**config.mk**
```make
export PLATFORM = sky130hd
export DESIGN_NAME = data_trigger_top
export DESIGN_NICKNAME = d
export VERILOG_FILES = /design/src/source/trigger_pkg.sv /design/src/source/sample_stream_if.sv /design/src/source/baseline_formatter.sv /design/src/source/data_trigger_top.sv /design/src/source/edge_trigger.sv /design/src/source/event_framer.sv /design/src/source/pretrigger_delay.sv /design/src/source/trigger_config_regs.sv
export SDC_FILE = /design/constraint.sdc
export NUM_CORES = 1
export LEC_CHECK = 0
export ABC_AREA = 1
export BUFFER_PORTS_ARGS = -buffer_cell sky130_fd_sc_hd__buf_4
export CAP_MARGIN = 0
export CELL_PAD_IN_SITES_DETAIL_PLACEMENT = 1
export CELL_PAD_IN_SITES_GLOBAL_PLACEMENT = 1
export CORE_MARGIN = 2
export CORE_UTILIZATION = 40
export DETAILED_ROUTE_END_ITERATION = 12
export GPL_TIMING_DRIVEN = 0
export PLACE_DENSITY = 0.71
export SLEW_MARGIN = 20
export SYNTH_ARGS = -nofsm -noshare
export SYNTH_HDL_FRONTEND = slang
export SYNTH_SLANG_ARGS = --single-unit
```
**constraint.sdc**
```tcl
create_clock -name ACLK -period 6.1 [get_ports ACLK]
set_clock_uncertainty 0.15 [all_clocks]
set_input_delay 1.83 -clock ACLK [delete_from_list [all_inputs] [get_ports ACLK]]
set_output_delay 1.83 -clock ACLK [all_outputs]
set_load 0.02 [all_outputs]
```
**src/source/trigger_pkg.sv**
```systemverilog
package trigger_pkg;

    // sample slot and ADC geometry
    localparam int sample_width    = 16;
    localparam int adc_bits        = 12;
    localparam int h_samples       = 2;
    localparam int data_width      = h_samples * sample_width;
    localparam int l_data_width    = sample_width;
    localparam int timestamp_width = 32;
    localparam int len_width       = 4;

    // output word is data | info | timestamp | trigger config, msb first
    localparam int info_width      = 8;
    localparam int normal_info_bit = 4;
    localparam int trig_cfg_width  = 2 * sample_width;
    localparam int out_width       = data_width + info_width + timestamp_width + trig_cfg_width;
    localparam int cfg_field_lsb   = 0;
    localparam int ts_field_lsb    = cfg_field_lsb + trig_cfg_width;
    localparam int info_field_lsb  = ts_field_lsb + timestamp_width;
    localparam int data_field_lsb  = info_field_lsb + info_width;

    typedef enum logic {
        idle,
        active
    } trig_state_t;

    typedef struct packed {
        logic                          acquire_mode;
        logic [len_width-1:0]          pre_len;
        logic [len_width-1:0]          post_len;
        logic signed [sample_width-1:0] rising_thr;
        logic signed [sample_width-1:0] falling_thr;
        logic signed [adc_bits:0]      h_baseline;
        logic signed [sample_width-1:0] l_baseline;
        logic signed [adc_bits-1:0]    sat_upper;
        logic signed [adc_bits-1:0]    sat_lower;
    } trigger_cfg_t;

    localparam trigger_cfg_t cfg_default = '{
        acquire_mode: 1'b0,
        pre_len:      4'd1,
        post_len:     4'd1,
        rising_thr:   16'sd1024,
        falling_thr:  16'sd1024,
        h_baseline:   -13'sd1024,
        l_baseline:   16'sd128,
        sat_upper:    12'sd2047,
        sat_lower:    -12'sd2048
    };

endpackage

```
**src/source/sample_stream_if.sv**
```systemverilog
`timescale 1ns/1ps

// one formatted beat per clock, valid-only, no back-pressure
interface sample_stream_if import trigger_pkg::*; ();

    logic                       valid;
    logic [data_width-1:0]      normal_data;
    logic [data_width-1:0]      combined_data;
    logic                       saturated;
    logic [timestamp_width-1:0] timestamp;

    modport source (
        output valid,
        output normal_data,
        output combined_data,
        output saturated,
        output timestamp
    );

    modport sink (
        input valid,
        input normal_data,
        input combined_data,
        input saturated,
        input timestamp
    );

endinterface

```
**src/source/baseline_formatter.sv**
```systemverilog
`timescale 1ns/1ps

module baseline_formatter import trigger_pkg::*; (
    input  logic                         ACLK,
    input  logic                         ARESET,
    input  logic [data_width-1:0]        h_tdata,
    input  logic                         h_tvalid,
    input  logic [l_data_width-1:0]      l_tdata,
    input  logic                         l_tvalid,
    input  logic [timestamp_width-1:0]   timestamp,
    input  trigger_cfg_t                 cfg,
    sample_stream_if.source              out_bus,
    output logic signed [adc_bits:0]     h_sub0,
    output logic signed [adc_bits:0]     h_sub1
);

    logic signed [adc_bits-1:0]     raw [h_samples];
    logic signed [adc_bits:0]       sub [h_samples];
    logic [h_samples-1:0]           sat_hit;
    logic [data_width-1:0]          normal_word;
    logic signed [adc_bits+1:0]     sub_sum;
    logic signed [adc_bits+1:0]     sub_half;
    logic signed [sample_width-1:0] l_sub;
    logic [data_width-1:0]          combined_word;

    always_comb begin
        for (int i = 0; i < h_samples; i++) begin
            // adc data sits in the low bits of each slot
            raw[i] = h_tdata[i*sample_width +: adc_bits];
            sub[i] = raw[i] - $signed(cfg.h_baseline);
            normal_word[i*sample_width +: sample_width] =
                {{(sample_width-adc_bits-1){sub[i][adc_bits]}}, sub[i]};
            sat_hit[i] = (raw[i] >= $signed(cfg.sat_upper))
                      || (raw[i] <= $signed(cfg.sat_lower));
        end
    end

    // average of the two high-gain samples next to the low-gain sample
    assign sub_sum  = sub[0] + sub[1];
    assign sub_half = sub_sum >>> 1;
    assign l_sub    = $signed(l_tdata) - $signed(cfg.l_baseline);
    assign combined_word = {{(sample_width-adc_bits-2){sub_half[adc_bits+1]}}, sub_half, l_sub};

    // the trigger needs these in the input cycle to open the pre-window in time
    assign h_sub0 = sub[0];
    assign h_sub1 = sub[1];

    always_ff @(posedge ACLK) begin
        if (ARESET) begin
            out_bus.valid <= 1'b0;
        end else begin
            out_bus.valid <= h_tvalid && l_tvalid;
        end
    end

    always_ff @(posedge ACLK) begin
        out_bus.normal_data   <= normal_word;
        out_bus.combined_data <= combined_word;
        out_bus.saturated     <= |sat_hit;
        out_bus.timestamp     <= timestamp;
    end

endmodule

```
**src/source/data_trigger_top.sv**
```systemverilog
`timescale 1ns/1ps

module data_trigger_top import trigger_pkg::*; #(
    parameter int MAX_PRE  = 8,
    parameter int MAX_POST = 8
) (
    input  logic                           ACLK,
    input  logic                           ARESET,
    input  logic                           set_config,
    input  logic                           acquire_mode,
    input  logic [len_width-1:0]           pre_len,
    input  logic [len_width-1:0]           post_len,
    input  logic signed [sample_width-1:0] rising_thr,
    input  logic signed [sample_width-1:0] falling_thr,
    input  logic signed [adc_bits:0]       h_baseline,
    input  logic signed [sample_width-1:0] l_baseline,
    input  logic signed [sample_width-1:0] sat_upper,
    input  logic signed [sample_width-1:0] sat_lower,
    input  logic [data_width-1:0]          h_tdata,
    input  logic                           h_tvalid,
    input  logic [l_data_width-1:0]        l_tdata,
    input  logic                           l_tvalid,
    input  logic [timestamp_width-1:0]     timestamp,
    output logic [out_width-1:0]           m_tdata,
    output logic                           m_tvalid,
    output logic [data_width-1:0]          h_gain_tdata
);

    trigger_cfg_t             cfg_in;
    trigger_cfg_t             cfg;
    logic signed [adc_bits:0] h_sub0;
    logic signed [adc_bits:0] h_sub1;
    logic                     gate;

    sample_stream_if fmt_bus ();
    sample_stream_if dly_bus ();

    always_comb begin
        cfg_in.acquire_mode = acquire_mode;
        cfg_in.pre_len      = pre_len;
        cfg_in.post_len     = post_len;
        cfg_in.rising_thr   = rising_thr;
        cfg_in.falling_thr  = falling_thr;
        cfg_in.h_baseline   = h_baseline;
        cfg_in.l_baseline   = l_baseline;
        cfg_in.sat_upper    = sat_upper[adc_bits-1:0];
        cfg_in.sat_lower    = sat_lower[adc_bits-1:0];
    end

    trigger_config_regs #(.MAX_PRE(MAX_PRE), .MAX_POST(MAX_POST)) i_config (
        .ACLK(ACLK), .ARESET(ARESET), .set_config(set_config), .cfg_in(cfg_in), .cfg(cfg)
    );

    baseline_formatter i_formatter (
        .ACLK(ACLK), .ARESET(ARESET),
        .h_tdata(h_tdata), .h_tvalid(h_tvalid), .l_tdata(l_tdata), .l_tvalid(l_tvalid),
        .timestamp(timestamp), .cfg(cfg), .out_bus(fmt_bus.source),
        .h_sub0(h_sub0), .h_sub1(h_sub1)
    );

    pretrigger_delay #(.MAX_PRE(MAX_PRE)) i_delay (
        .ACLK(ACLK), .cfg(cfg), .in_bus(fmt_bus.sink), .out_bus(dly_bus.source)
    );

    // beat validity needs both gain streams
    edge_trigger #(.MAX_PRE(MAX_PRE), .MAX_POST(MAX_POST)) i_trigger (
        .ACLK(ACLK), .ARESET(ARESET), .set_config(set_config), .cfg(cfg),
        .h_sub0(h_sub0), .h_sub1(h_sub1), .beat_valid(h_tvalid && l_tvalid), .gate(gate)
    );

    event_framer i_framer (
        .ACLK(ACLK), .ARESET(ARESET), .set_config(set_config), .cfg(cfg),
        .in_bus(dly_bus.sink), .gate(gate),
        .m_tdata(m_tdata), .m_tvalid(m_tvalid), .h_gain_tdata(h_gain_tdata)
    );

endmodule

```
**src/source/edge_trigger.sv**
```systemverilog
`timescale 1ns/1ps

module edge_trigger import trigger_pkg::*; #(
    parameter int MAX_PRE  = 8,
    parameter int MAX_POST = 8
) (
    input  logic                     ACLK,
    input  logic                     ARESET,
    input  logic                     set_config,
    input  trigger_cfg_t             cfg,
    input  logic signed [adc_bits:0] h_sub0,
    input  logic signed [adc_bits:0] h_sub1,
    input  logic                     beat_valid,
    output logic                     gate
);

    localparam int win_width   = $clog2(MAX_PRE + MAX_POST + 2);
    localparam int quiet_width = $clog2(MAX_PRE + 2);

    trig_state_t                    state_q;
    trig_state_t                    state_d;
    logic signed [sample_width-1:0] rising_thr;
    logic signed [sample_width-1:0] falling_thr;
    logic                           above;
    logic                           below;
    logic                           hit;
    logic                           restart_q;
    logic [quiet_width-1:0]         quiet_cnt;
    logic                           quiet_hold;
    logic                           quiet;
    logic [win_width-1:0]           win_cnt;
    logic [win_width-1:0]           win_reload;

    assign rising_thr  = cfg.rising_thr;
    assign falling_thr = cfg.falling_thr;

    assign above = (h_sub0 > rising_thr) || (h_sub1 > rising_thr);
    assign below = (h_sub0 < falling_thr) && (h_sub1 < falling_thr);

    // hysteresis, invalid beats leave the state alone
    always_comb begin
        state_d = state_q;
        if (beat_valid) begin
            case (state_q)
                idle:   if (above) state_d = active;
                active: if (below) state_d = idle;
            endcase
        end
    end

    assign hit = beat_valid && (state_d == active);

    // quiet period covers the restart cycle plus pre_len + 2 more
    assign quiet_hold = restart_q || (quiet_cnt != '0);
    assign quiet      = ARESET || set_config || quiet_hold;

    always_ff @(posedge ACLK) begin
        if (ARESET || set_config) begin
            restart_q <= 1'b1;
            quiet_cnt <= '0;
        end else begin
            restart_q <= 1'b0;
            if (restart_q) begin
                // new pre_len is visible from this cycle on
                quiet_cnt <= quiet_width'(cfg.pre_len) + quiet_width'(1);
            end else if (quiet_cnt != '0) begin
                quiet_cnt <= quiet_cnt - 1'b1;
            end
        end
    end

    // the hit for beat m is known while beat m - pre_len sits on the delay output,
    // so a count of pre_len + post_len + 1 spans the whole window
    assign win_reload = win_width'(cfg.pre_len) + win_width'(cfg.post_len) + win_width'(1);

    always_ff @(posedge ACLK) begin
        if (quiet) begin
            state_q <= idle;
            win_cnt <= '0;
        end else begin
            state_q <= state_d;
            if (hit) begin
                win_cnt <= win_reload;
            end else if (win_cnt != '0) begin
                win_cnt <= win_cnt - 1'b1;
            end
        end
    end

    assign gate = (win_cnt != '0);

    a_gate_quiet : assert property (@(posedge ACLK) quiet_hold |-> !gate)
        else $error("gate open during quiet period");

endmodule

```
**src/source/event_framer.sv**
```systemverilog
`timescale 1ns/1ps

module event_framer import trigger_pkg::*; (
    input  logic                  ACLK,
    input  logic                  ARESET,
    input  logic                  set_config,
    input  trigger_cfg_t          cfg,
    sample_stream_if.sink         in_bus,
    input  logic                  gate,
    output logic [out_width-1:0]  m_tdata,
    output logic                  m_tvalid,
    output logic [data_width-1:0] h_gain_tdata
);

    logic                      use_combined;
    logic [data_width-1:0]     sel_data;
    logic [info_width-1:0]     info;
    logic [trig_cfg_width-1:0] trig_field;

    // saturated beats fall back to the low-gain channel
    assign use_combined = in_bus.saturated || cfg.acquire_mode;
    assign sel_data     = use_combined ? in_bus.combined_data : in_bus.normal_data;
    assign trig_field   = {cfg.rising_thr, cfg.falling_thr};

    always_comb begin
        info = '0;
        info[normal_info_bit] = !use_combined;
    end

    always_ff @(posedge ACLK) begin
        if (ARESET || set_config) begin
            m_tdata      <= '1;
            m_tvalid     <= 1'b0;
            h_gain_tdata <= '1;
        end else begin
            m_tdata[data_field_lsb +: data_width]      <= sel_data;
            m_tdata[info_field_lsb +: info_width]      <= info;
            m_tdata[ts_field_lsb +: timestamp_width]   <= in_bus.timestamp;
            m_tdata[cfg_field_lsb +: trig_cfg_width]   <= trig_field;
            m_tvalid     <= in_bus.valid && gate;
            // charge integrator copy with the same timing as m_tdata
            h_gain_tdata <= in_bus.normal_data;
        end
    end

    // the cleared trigger window keeps the second cycle low as well
    a_quiet_after_restart : assert property (
        @(posedge ACLK) ($past(ARESET || set_config) || $past(ARESET || set_config, 2))
            |-> !m_tvalid)
        else $error("m_tvalid high within two cycles of reset or set_config");

endmodule

```
**src/source/pretrigger_delay.sv**
```systemverilog
`timescale 1ns/1ps

module pretrigger_delay import trigger_pkg::*; #(
    parameter int MAX_PRE = 8
) (
    input  logic            ACLK,
    input  trigger_cfg_t    cfg,
    sample_stream_if.sink   in_bus,
    sample_stream_if.source out_bus
);

    localparam int beat_width = 2 + 2 * data_width + timestamp_width;

    logic [beat_width-1:0] in_word;
    logic [beat_width-1:0] tap_word;
    // stage[k] holds the beat seen k cycles ago
    logic [beat_width-1:0] stage [1:MAX_PRE];

    assign in_word = {in_bus.valid,
                      in_bus.saturated,
                      in_bus.normal_data,
                      in_bus.combined_data,
                      in_bus.timestamp};

    always_ff @(posedge ACLK) begin
        stage[1] <= in_word;
        for (int i = 2; i <= MAX_PRE; i++) begin
            stage[i] <= stage[i-1];
        end
    end

    assign tap_word = stage[cfg.pre_len];

    assign {out_bus.valid,
            out_bus.saturated,
            out_bus.normal_data,
            out_bus.combined_data,
            out_bus.timestamp} = tap_word;

    // config comes from another block, so guard the tap here
    a_tap_in_range : assert property (@(posedge ACLK) cfg.pre_len <= MAX_PRE)
        else $error("delay tap %0d beyond %0d stages", cfg.pre_len, MAX_PRE);

endmodule

```
**src/source/trigger_config_regs.sv**
```systemverilog
`timescale 1ns/1ps

module trigger_config_regs import trigger_pkg::*; #(
    parameter int MAX_PRE  = 8,
    parameter int MAX_POST = 8
) (
    input  logic         ACLK,
    input  logic         ARESET,
    input  logic         set_config,
    input  trigger_cfg_t cfg_in,
    output trigger_cfg_t cfg
);

    // the whole set changes at once, so downstream blocks never see a mix
    // of old and new fields
    always_ff @(posedge ACLK) begin
        if (ARESET) begin
            cfg <= cfg_default;
        end else if (set_config) begin
            cfg.acquire_mode <= cfg_in.acquire_mode;
            cfg.pre_len      <= cfg_in.pre_len;
            cfg.post_len     <= cfg_in.post_len;
            cfg.rising_thr   <= cfg_in.rising_thr;
            cfg.falling_thr  <= cfg_in.falling_thr;
            cfg.h_baseline   <= cfg_in.h_baseline;
            cfg.l_baseline   <= cfg_in.l_baseline;
            // saturation limits compare against raw 12 bit samples
            cfg.sat_upper    <= cfg_in.sat_upper[adc_bits-1:0];
            cfg.sat_lower    <= cfg_in.sat_lower[adc_bits-1:0];
        end
    end

    // lengths must fit the delay line and the window counter
    property p_len_in_range;
        @(posedge ACLK) disable iff (ARESET)
        set_config |=> (cfg.pre_len >= 1) && (cfg.pre_len <= MAX_PRE)
                       && (cfg.post_len <= MAX_POST);
    endproperty

    a_len_in_range : assert property (p_len_in_range)
        else $error("pre_len %0d or post_len %0d out of range", cfg.pre_len, cfg.post_len);

endmodule

```
---- Yosys cells after proc, flatten, opt, wreduce, memory -nomap -nowiden ----
Memories as Yosys holds them, arrays and structs flattened. A register that Yosys moved wholly into a read port is not among the register bits.
Index checks and enable logic that the tools add are counted.
Widths: inputs -> output; s select.
cells by class
  multiplexer cells ....................... 13
  div/mod/pow operators ................... 0
  bitwise operators ....................... 1
  shift-type cells ........................ 0
  order comparisons ....................... 8
  $add $sub $neg .......................... 9
  multiply operators ...................... 0
  equal/unequal tests ..................... 0
  reductions and logical operators ........ 17
operators by type and width
  kind                 count
  $mux 72              1
  $gt 13x16->1         2
  $lt 13x16->1         2
  $mux 32              1
  $sub 12x13->13       2
  $ge 12x12->1         2
  $le 12x12->1         2
  $mux 4               4
  $sub 16x16->16       1
  $add 13x13->14       1
  $mux 5               2
  $logic_or 1x1->1     7
  $add 4x4->5          1
  $add 5x1->5 const B  1
  $reduce_bool 5->1    1
  $sub 5x1->5 const B  1
  $add 4x1->4 const B  1
  $logic_and 1x1->1    4
  $mux 1               4
  $reduce_bool 2->1    2
  $reduce_bool 4->1    1
  $sub 4x1->4 const B  1
  $pmux 1 s2           1
  $reduce_or 2->1      1
  other kinds (2)      2
storage, ports and cells
  input port bits ......................... 187
  latch bits .............................. 0
  word-level logic and storage cells ...... 71
  memory bits (read-only) ................. 0
  memories ................................ 1
  register bits after elaboration ......... 334
  bits in writable memories ............... 784
  output and inout bits ................... 137
memory list
  name           depth  width  read ports  clocked after Yosys merged registers in  write ports  RTL line                RTL
  i_delay.stage  8      98     8           1                                        8            pretrigger_delay.sv:17  logic [beat_width-1:0] stage [1:MAX_PRE];

---- Depth between registers and ports, before layout ----
Gate-level depths: netlist of the first run.
  depth after elaboration ................. 8
  gate-level depth with buffers ........... 30
  mapped depth without buffers ............ 30

---- By module ----
A second synthesis of the first run with hierarchy kept.
unflattened totals
  cells, all modules ...................... 4703
  area, all modules ....................... 39539.2 µm²
modules (own cells, without submodules)
  module               times used  area each (µm²)  cells an instance
  pretrigger_delay     1           23780.3          2702
  baseline_formatter   1           5800.6           723
  event_framer         1           3792.4           357
  trigger_config_regs  1           3764.9           557
  edge_trigger         1           2393.5           362
  data_trigger_top     1           7.5              2

---- Worst setup path before layout of the first run ----
Ideal clock, no wire load.
  path kind ............................... input port to flip-flop
  start ................................... in h_tdata[16]
  end ..................................... reg i_trigger.win_cnt[2]
  stages .................................. 24
  data arrival time ....................... 5.142 ns
  required time ........................... 5.825 ns
  buffers on the path ..................... 0
  slack ................................... 0.683 ns
  cell sequence ........................... inv_1 > ha_1 > fa_1 > o21ai_1 > a21o_1 > nand2_1 > a31oi_1 > nand2_1 > nand2_1 > a21oi_1 > xor2_1 > ha_1 > nand2_1 > inv_1 > nand2_1 > inv_1 > a21oi_1 > nand3_1 > nand2_1 > nand2_1 > nand2_1 > a21oi_1 > o21ai_0 > nor2_1
on the way
  longest elaborated chain between the ends .. 8
  elaborated cells between the ends (all ways) .. 12
  those cells by class .................... add/sub (1); order compare (2); mux (5); reduce/logical (4)
ends and longest elaborated chain
  element                                                RTL line                                RTL
  start: declaration                                     data_trigger_top.sv:19                  input logic [data_width-1:0] h_tdata,
  $sub 12x13->13 *                                       baseline_formatter.sv:30                sub[i] = raw[i] - $signed(cfg.h_baseline);
  named net h_sub1[12]                                   data_trigger_top.sv:32                  logic signed [adc_bits:0] h_sub1;
  $lt 13x16->1 or $gt 13x16->1 (tied branches)           edge_trigger.sv:38, edge_trigger.sv:37
  $logic_and 1x1->1 or $logic_or 1x1->1 (tied branches)  edge_trigger.sv:38, edge_trigger.sv:37
  $mux 1, on equally long branches                       edge_trigger.sv:46, edge_trigger.sv:45
  $pmux 1 s2 *                                           edge_trigger.sv:44                      case (state_q)
  $mux 1 *                                               edge_trigger.sv:43                      if (beat_valid) begin
  $logic_and 1x1->1 *                                    edge_trigger.sv:51                      assign hit = beat_valid && (state_d == active);
  $mux 5 or $reduce_bool 2->1 (tied branches)            --
  end signal: assignment                                 edge_trigger.sv:83                      win_cnt <= win_reload;
  end signal: assignment                                 edge_trigger.sv:85                      win_cnt <= win_cnt - 1'b1;
  end: declaration                                       edge_trigger.sv:31                      logic [win_width-1:0] win_cnt;
The timed path passes the listed nets; every way through them passes the cells marked *.
A chain may end at the register's enable or synchronous reset.

---- Worst setup path after layout of the first run ----
Ends and elaborated chain as after synthesis.

==> results of run 1 <==
## per-stage QoR
stage / utilization (%) / cells / setup WS, ps / power, mW / hold WS, ps
CTS: 49.1 / 5028 / 219 / 17.7 / 172
floorplan: - / 3449 / 683 / 9.92 / 160
finish: 49.1 / 5029 / 444 / 17.6 / 168
global route: 49.1 / 5029 / 69.2 / 18.4 / 179
detailed placement: 44.7 / 4836 / -480 / 11.1 / 163
global placement: 44.7 / 4836 / -751 / 11.0 / 161
## per-layer routing
layer | routed length, um | part of all wire (%) | track usage [%]
met5 | 16 | 0.015 | 0
met3 | 5530 | 5.2 | 4.49
met1 | 46500 | 44 | 30.5
met2 | 51800 | 49 | 42.9
met4 | 2930 | 2.7 | 7.43
## where the power goes
| part | switching [mW] | leakage [nW] | internal, mW |
|---|---|---|---|
| clock network | 2.72 | 1.78 | 3.94 |
| logic | 1.54 | 7.16 | 0.899 |
| registers | 0.570 | 8.66 | 7.96 |
## flip-flops by register name (all words and copies together) (netlist names), 4 cells and up, named ones only
register,cells
i_formatter.out_bus.timestamp,32
i_delay.stage,712
i_formatter.out_bus.normal_data,26
i_framer.h_gain_tdata,26
i_trigger.quiet_cnt,4
i_trigger.win_cnt,5
i_config.cfg,94
i_formatter.out_bus.combined_data,29
i_framer.m_tdata,95
## synth_stat cells (2+ instances only)
cell type | number | share of area (%)
a211oi_1 | 20 | 0.45
a21o_1 | 5 | 0.11
a21oi_1 | 293 | 4.4
a221oi_1 | 15 | 0.39
a221oi_2 | 3 | 0.13
a22o_1 | 8 | 0.21
a31oi_1 | 2 | 0.037
and2_1 | 2 | 0.037
buf_1 | 17 | 0.19
buf_2 | 35 | 0.52
buf_4 | 35 | 0.78
buf_6 | 17 | 0.57
clkbuf_1 | 82 | 0.91
dfxtp_1 | 1031 | 61
fa_1 | 5 | 0.30
ha_1 | 170 | 6.3
inv_1 | 193 | 2.1
inv_2 | 3 | 0.033
nand2_1 | 465 | 5.2
nand2_2 | 3 | 0.056
nand3_1 | 98 | 1.5
nand4_1 | 8 | 0.15
nor2_1 | 325 | 3.6
nor3_1 | 9 | 0.13
o2111ai_1 | 5 | 0.13
o211ai_1 | 3 | 0.067
o21a_1 | 5 | 0.11
o21ai_0 | 367 | 5.5
o21ai_1 | 54 | 0.80
o21ai_2 | 2 | 0.052
o221ai_1 | 52 | 1.4
o22a_1 | 2 | 0.052
o22ai_1 | 39 | 0.72
o31ai_1 | 3 | 0.067
o41ai_1 | 2 | 0.052
or2_2 | 2 | 0.037
xnor2_1 | 21 | 0.55
xor2_1 | 38 | 0.99
## cell type report
cell class              instances  area (um2)
clock buffers                 146        3020
multi-input cells            2035       11400
well taps                    1080        1350
clock inverters                46         597
inverters                     197         739
fillers                      9415       42500
repair buffers                308        2320
flip-flops and latches       1031       20600
plain buffers                 186        1000
## worst paths after layout
kind                                                startpoint                                 to  slack [ps]  cells after the start
setup / recovery                                   h_tdata[16]  i_trigger.win_cnt[2]$_SDFFE_PP0P_         440                     24
hold / removal    i_formatter.out_bus.combined_data[5]$_DFF_P_       i_delay.stage[1][37]$_DFF_P_         170                      0
setup reg to reg                 i_config.cfg[40]$_SDFFE_PP0P_  i_trigger.win_cnt[2]$_SDFFE_PP0P_        1490                     22
hold reg to reg   i_formatter.out_bus.combined_data[5]$_DFF_P_       i_delay.stage[1][37]$_DFF_P_         170                      0
## worst max-delay path: stages
cell and delay (ps):
buf_4 80, inv_1 90, ha_1 250, fa_1 410, o21ai_1 290, a21o_1 200
nand2_1 60, a31oi_1 210, nand2_1 90, nand2_1 60, a21oi_1 120, xor2_4 430
ha_1 230, nand4_1 200, nor3b_2 250, nand2_1 110, nand2_1 70, nand2_1 50
nand3_1 70, nand2_1 170, nand2_1 150, a21oi_1 110, o21ai_0 400, nor2_1 70
## kinds of logic (layout without fill, tap and decap cells)
| family | count (synthesis) | after routing | synth area share (%) |
|---|---|---|---|
| flip-flops | 1031 | 1031 | 61.3 |
| AND/OR/NAND/NOR | 916 | 916 | 10.8 |
| AO/OA/AOI/OAI | 885 | 885 | 14.7 |
| buffers and inverters | 383 | 883 | 5.17 |
| adder cells (fa/ha/maj) | 175 | 175 | 6.61 |
| XOR/XNOR | 59 | 59 | 1.53 |
## what timing repair did
item,4_1_cts,5_1_grt
gates resized for setup,0,2
setup endpoints to repair,0,5
setup buffers,0,1
==> results.txt, run 1 <==
The run finished with clean final reports. The number of nets with antenna violations after routing came out at 0. Setup repair after global routing left no endpoint under its margin. The routability congestion estimate is 0.898. The worst-case headroom to the max-slew limit is 23.1%. The final count of hold timing violations came out at 0.

The worst setup path is launched from a primary input. The sequential-to-total area share from yosys stat came out at 61.3%. In the synthesized netlist the dominant register cell turns out to be dfxtp_1. The via count of the first global-routing pass is 27000.

The number of primary I/O pins is 324. After routing, the total negative slack on setup checks comes to 0 ps. The worst setup path is of the in2reg kind. After detailed placement, the total cell area comes to 37400 um2.

The number of nets in the synthesized netlist is 3811. The number of different library cells in the post-synthesis netlist came out at 48. The number of CTS-inserted buffers came out at 104. The total global-route track usage is 24.5%.

The tree is rooted in a clkbuf_16. In the final routed layout, each cell accounts on average for 21.2 um. The number of vias per cell is 5.09. Global routing finished with a remaining overflow of 0. Row generation in the floorplan step produced 106 rows. The clock latency reported for the late side of the worst-skew pair came out at 660 ps. The detailed-routing iteration count for the pre-antenna-repair pass came out at 5. The shortest clock period the worst path allows after layout is 5660 ps. In the finished design, the share of the clock period the worst path needs comes to 92.7%.

In this run, synthesis produced a sequential element count of 1031. The area growth from synthesis to layout is 21.8%. The number of maximum-capacitance constraint violations is 0.

The number of endpoints failing setup at the final stage came out at 0. In this run the cell area of the synthesized design comes to 33700 um2. The maximum operating frequency is 177 MHz. After legalization and detailed placement, the total HPWL measured 77000 um. The cell area after layout is 41000 um2. Synthesis produced a netlist whose cell count is 3449. The count of hold-fix buffers inserted at cts is 0. The number of antenna violations at the first check in global routing is 5. The clock passes through at most 3 buffers. The most common library cell in the layout ignoring fill and taps is dfxtp_1.

The final-stage net count came out at 4225. The number of vias after detailed routing came out at 25600. The pin slew with the least headroom to its limit came out at 1150 ps. The first routing iteration left 1378 violations. After detailed routing, the total wire length is 107000 um. The register clock-pin slew on the reported worst setup and hold paths came out at 60 ps. From bottom edge to top edge, the die measures 294 um.

The critical path required time came out at 6480 ps. VDD sags by at most 0.000277 V. The die covers 86600 um2.

The TritonCTS clock tree is done. The worst setup path is captured at a flip-flop. Of all flip-flops after synthesis, the portion carrying an async set or reset was 0%. The initial utilization of the core area, before any placement, comes to 40.3%. The leakage power total is 17.6 nW.

The clock sink total is 1031. The share of layout cells above drive strength 1 came out at 14.9%. The count of input and output buffers came out at 307.

The Yosys step of the flow raised 0 warnings. The number of remaining DRC errors is 0. Leaving out fill and tap cells, the most frequent cells in the layout are 1031 x dfxtp_1, 465 x nand2_1, 367 x o21ai_0, 342 x buf_4, 325 x nor2_1.

The worst-path maximum fanout came out at 10. The repair_antennas step left the layout with diodes totalling 0. The depth of the CTS H-tree is 3. The first global-routing pass estimated 161000 um of wire. The classification of the worst-slack hold path is reg2reg. For this design the ratio of total power to cell area is 430 nW/um2. The area of the core came out at 83600 um2. The count of pins over their slew limit was 0.

The largest net degree at the start of global routing is 16. The data arrival time at the worst-slack endpoint came out at 6040 ps. From left edge to right edge, the die measures 294 um. Yosys mapped a number of flops with a built-in enable equal to 0. The average size of a mapped cell is 9.77 um2.
Power figures use the tool's default switching activity.
==> run 2: changes to the inputs <==
Settings changed: BUFFER_PORTS_ARGS -buffer_cell sky130_fd_sc_hd__buf_4 to not set, DONT_BUFFER_PORTS set to 1, PLACE_DENSITY 0.71 to 0.67.
==> run 2 against run 1 <==
Against the previous run: clock-buffer cell count rose by 2; register-to-register slack lost 60 ps; clock power fell by 2%; critical path type unchanged; maximum frequency up 0.58%; routed wire length is 1.5% lower; sequential power grew 1%; utilization shrank 2.9 points.
==> results.txt, run 2 (same netlist as run 1, synthesis figures left out) <==
The area added between synthesis and finish came out at 14.6%. The post-placement setup slack is -621 ps (-141 ps). The final critical-path share of the clock period came out at 92.2% (-0.54 points). The number of primary I/O pins came to 324 (unchanged). The number of setup buffers added after CTS is 0 (unchanged). The critical hold path startpoint is i_formatter.out_bus.normal_data[25]$_DFF_P_. The largest net degree at the start of global routing is 16 (unchanged).

The part of the power in combinational logic is 12.0% (-1.9 points). The path with the worst hold slack has its endpoint at i_delay.stage[1][89]$_DFF_P_. Ranked by flip-flop count, first place goes to i_delay.stage.

The worst-case headroom to the max-slew limit came out at 27.2% (+4.1 points). The register clock-pin slew on the reported worst setup and hold paths came to 60 ps (about the same). The kind of end point of the critical path is a flip-flop. The instance count after placement with tap cells included is 4529 (-6.3%).

The met2 routing resource usage after global routing came out at 39.6% (-3.3 points). The placed wire-length estimate after detailed placement is 75800 um (-1.5%). The leakage power total is 16.1 nW (-8.4%). The slack of the critical path is 477 ps (+32.8 ps). The met3 capacity usage during global routing is 6.25% (+1.8 points). The maximum ir drop on the vdd rail is 0.000241 V (-13%).

The count of hold-fix buffers inserted at cts came out at 0 (unchanged). The reported net switching power was 4.75 mW (-1.7%). The depth of the CTS H-tree came out at 3 (unchanged). The filler cell count was 9389 (-0.28%).

The classification of the worst-slack hold path is reg2reg. The met1 track demand over resource in global routing is 29.8% (-0.65 points). The number of antenna violations at the first check in global routing is 9 (+4). The clock latency reported for the late side of the worst-skew pair is 670 ps (about the same). The chip height came out at 294 um (unchanged).

The row count came out at 106 (unchanged). The fraction of power spent switching nets is 27.5% (+0.14 points). The final-stage net count is 3917 (-7.3%). The number of remaining DRC errors is 0 (unchanged). The number of vias after detailed routing is 24200 (-5.3%). Leaving out fill and tap cells, the most frequent cell in the layout is dfxtp_1. The number of maximum-capacitance constraint violations is 0 (unchanged). The total power consumption of the routed design is 17.2 mW (-2.2%). The number of CTS-inserted buffers is 104 (unchanged).

The average detailed-routed wire length per instance came out at 22.3 um (+4.9%). The share of layout cells above drive strength 1 was 7.58% (-7.4 points). In this run the critical register-to-register path is captured at i_trigger.win_cnt[2]$_SDFFE_PP0P_. The critical path in this run is classified as in2reg. The maximum operating frequency came to 178 MHz (+0.58%). The floorplan die width is 294 um (unchanged). The clock sink total is 1031 (unchanged). The placed cell area was 35000 um2 (-6.2%). Setup repair after global routing left no endpoint under its margin. The cell area after layout came out at 38600 um2 (-5.9%).

The run finished with clean final reports. The depth of the worst register-to-register path is 23 (+4.5%). The via count of the first global-routing pass came out at 24800 (-7.9%).

The fraction of the core area covered by cells at the end of the flow is 46.2% (-2.9 points). The reg2reg setup slack came out at 1430 ps (-60 ps). The total global routing overflow is 0 (unchanged).

The largest registers in the layout are i_delay.stage: 712 flops, i_framer.m_tdata: 95 flops, i_config.cfg: 94 flops. The number of nets with antenna violations after routing is 0 (unchanged). The number of endpoints failing setup at the final stage is 0 (unchanged). The count of input and output buffers is 0 (-100%). The number of cells on the worst hold path is 0 (unchanged). The count of pins over their slew limit came out at 0 (unchanged). The worst setup path is launched from a primary input. The area of the core was 83600 um2 (unchanged). The number of vias per cell was 5.13 (+0.85%). The pin slew with the least headroom to its limit came out at 1090 ps (-61.5 ps). The TritonCTS clock tree is done. The total global-route track usage came out at 23.9% (-0.56 points). The clock root buffer is clkbuf_16. The first-pass GRT wire length came out at 154000 um (-4.0%).

The shortest clock period the worst path allows after layout came out at 5620 ps (-32.8 ps). The overall routed net length came out at 105000 um (-1.5%). The area of the die is 86600 um2 (unchanged). The critical path required time is 6560 ps (+80 ps). The top cell types in the final layout, fill and taps aside, are 1031 x dfxtp_1, 465 x nand2_1, 367 x o21ai_0, 325 x nor2_1, 293 x a21oi_1. The number of flip-flops in the largest register was 712 (unchanged). The clock group share of total power was 37.8% (about the same). The detailed-routing iteration count for the pre-antenna-repair pass came out at 5 (unchanged). The cell-internal power is 12.5 mW (-2.4%). The total power density per cell area came out at 447 nW/um2 (+4.0%).

The initial standard-cell utilization of the core came out at 40.3% (unchanged). The number of design-rule violations left by the first detailed-router iteration was 1402 (+1.7%). The global routing stage identified its most utilized layer as met2. The count of non-filler cells in the finished layout came out at 4721 (-6.1%).

The worst-path maximum fanout came out at 10 (unchanged). The data arrival time at the worst-slack endpoint is 6080 ps (+40 ps). The routability congestion estimate is 0.882 (-1.8%). The final count of hold timing violations is 0 (unchanged). The number of gates resized after cts came out at 0 (unchanged). The worst-case clock buffer depth is 3 (unchanged). The worst register-to-register path begins at i_config.cfg[40]$_SDFFE_PP0P_. The proportion of power drawn by flip-flops and latches is 50.2% (+1.8 points).
run 2: cell types whose count changed in the layout (fill, tap and decap cells not counted), sizes merged:
cell | previous run | this run
buf | 412 | 104
bufinv | 11 | 9
clkbuf | 228 | 230
clkinv | 25 | 24
diode | 0 | 2
inv | 203 | 202
run 2: critical path: stages:
cell	delay, ps
inv_1	120
ha_1	160
inv_1	60
fa_1	410
nand3_1	100
nand2_1	120
nand2_1	90
nand2_1	60
nand2_1	90
a21oi_1	120
a21oi_1	150
nor2_1	50
nor2_1	150
xor2_2	580
ha_1	410
a21oi_1	180
o21ai_0	120
a21oi_1	180
nand2_1	70
nand2_1	50
nand3_1	60
nand2_1	220
nand2_1	130
a21oi_1	250
o21ai_0	190
nor2_1	110
run 2: how the worst max path moves through the flow:
stage	startpoint	endpoint	slack, ps	cells past startpoint
2_1_floorplan	h_tdata[16]	i_trigger.win_cnt[2]$_SDFFE_PP0P_	680	24
3_3_place_gp	h_tdata[16]	i_trigger.win_cnt[3]$_SDFFE_PP0P_	-530	24
3_5_place_dp	h_tdata[16]	i_trigger.win_cnt[3]$_SDFFE_PP0P_	-620	24
4_1_cts	h_tdata[16]	i_trigger.win_cnt[3]$_SDFFE_PP0P_	100	24
5_1_grt	h_tdata[0]	i_trigger.win_cnt[2]$_SDFFE_PP0P_	20	26
6_report	h_tdata[0]	i_trigger.win_cnt[2]$_SDFFE_PP0P_	480	26
run 2: area by class of cell:
cell class | count | area (um2) | area share, %
antenna | 2 | 5.00 | 0.0130
buffer | 186 | 1000 | 2.60
clock buffer | 148 | 3000 | 7.77
clock inverter | 42 | 537 | 1.39
inverter | 197 | 739 | 1.92
multi-input combinational | 2035 | 11300 | 29.4
sequential | 1031 | 20600 | 53.5
tap | 1080 | 1350 | 3.50
run 2: per-stage QoR:
step	TNS (ps)	hold WS, ps
CTS	0	164
global placement	-2480	161
detailed placement	-3020	163
finish	0	163
floorplan	0	160
global route	0	168
run 2: metal layers:
layer	vias up	share of wire [%]	routed length, um
met4	2	3.8	4010
met1	11700	43	45300
met5	-	0.015	16
met2	594	47	49000
li1	11800	-	-
met3	182	6.5	6850
run 2: power by group through the flow:
stage | logic (mW) | clock network [mW] | registers, mW
floorplan | 1.39 | 0 | 8.53
global placement | 2.03 | 0 | 8.73
detailed placement | 2.06 | 0 | 8.78
CTS | 2.08 | 6.67 | 8.65
global route | 2.31 | 6.96 | 8.77
finish | 2.07 | 6.53 | 8.65
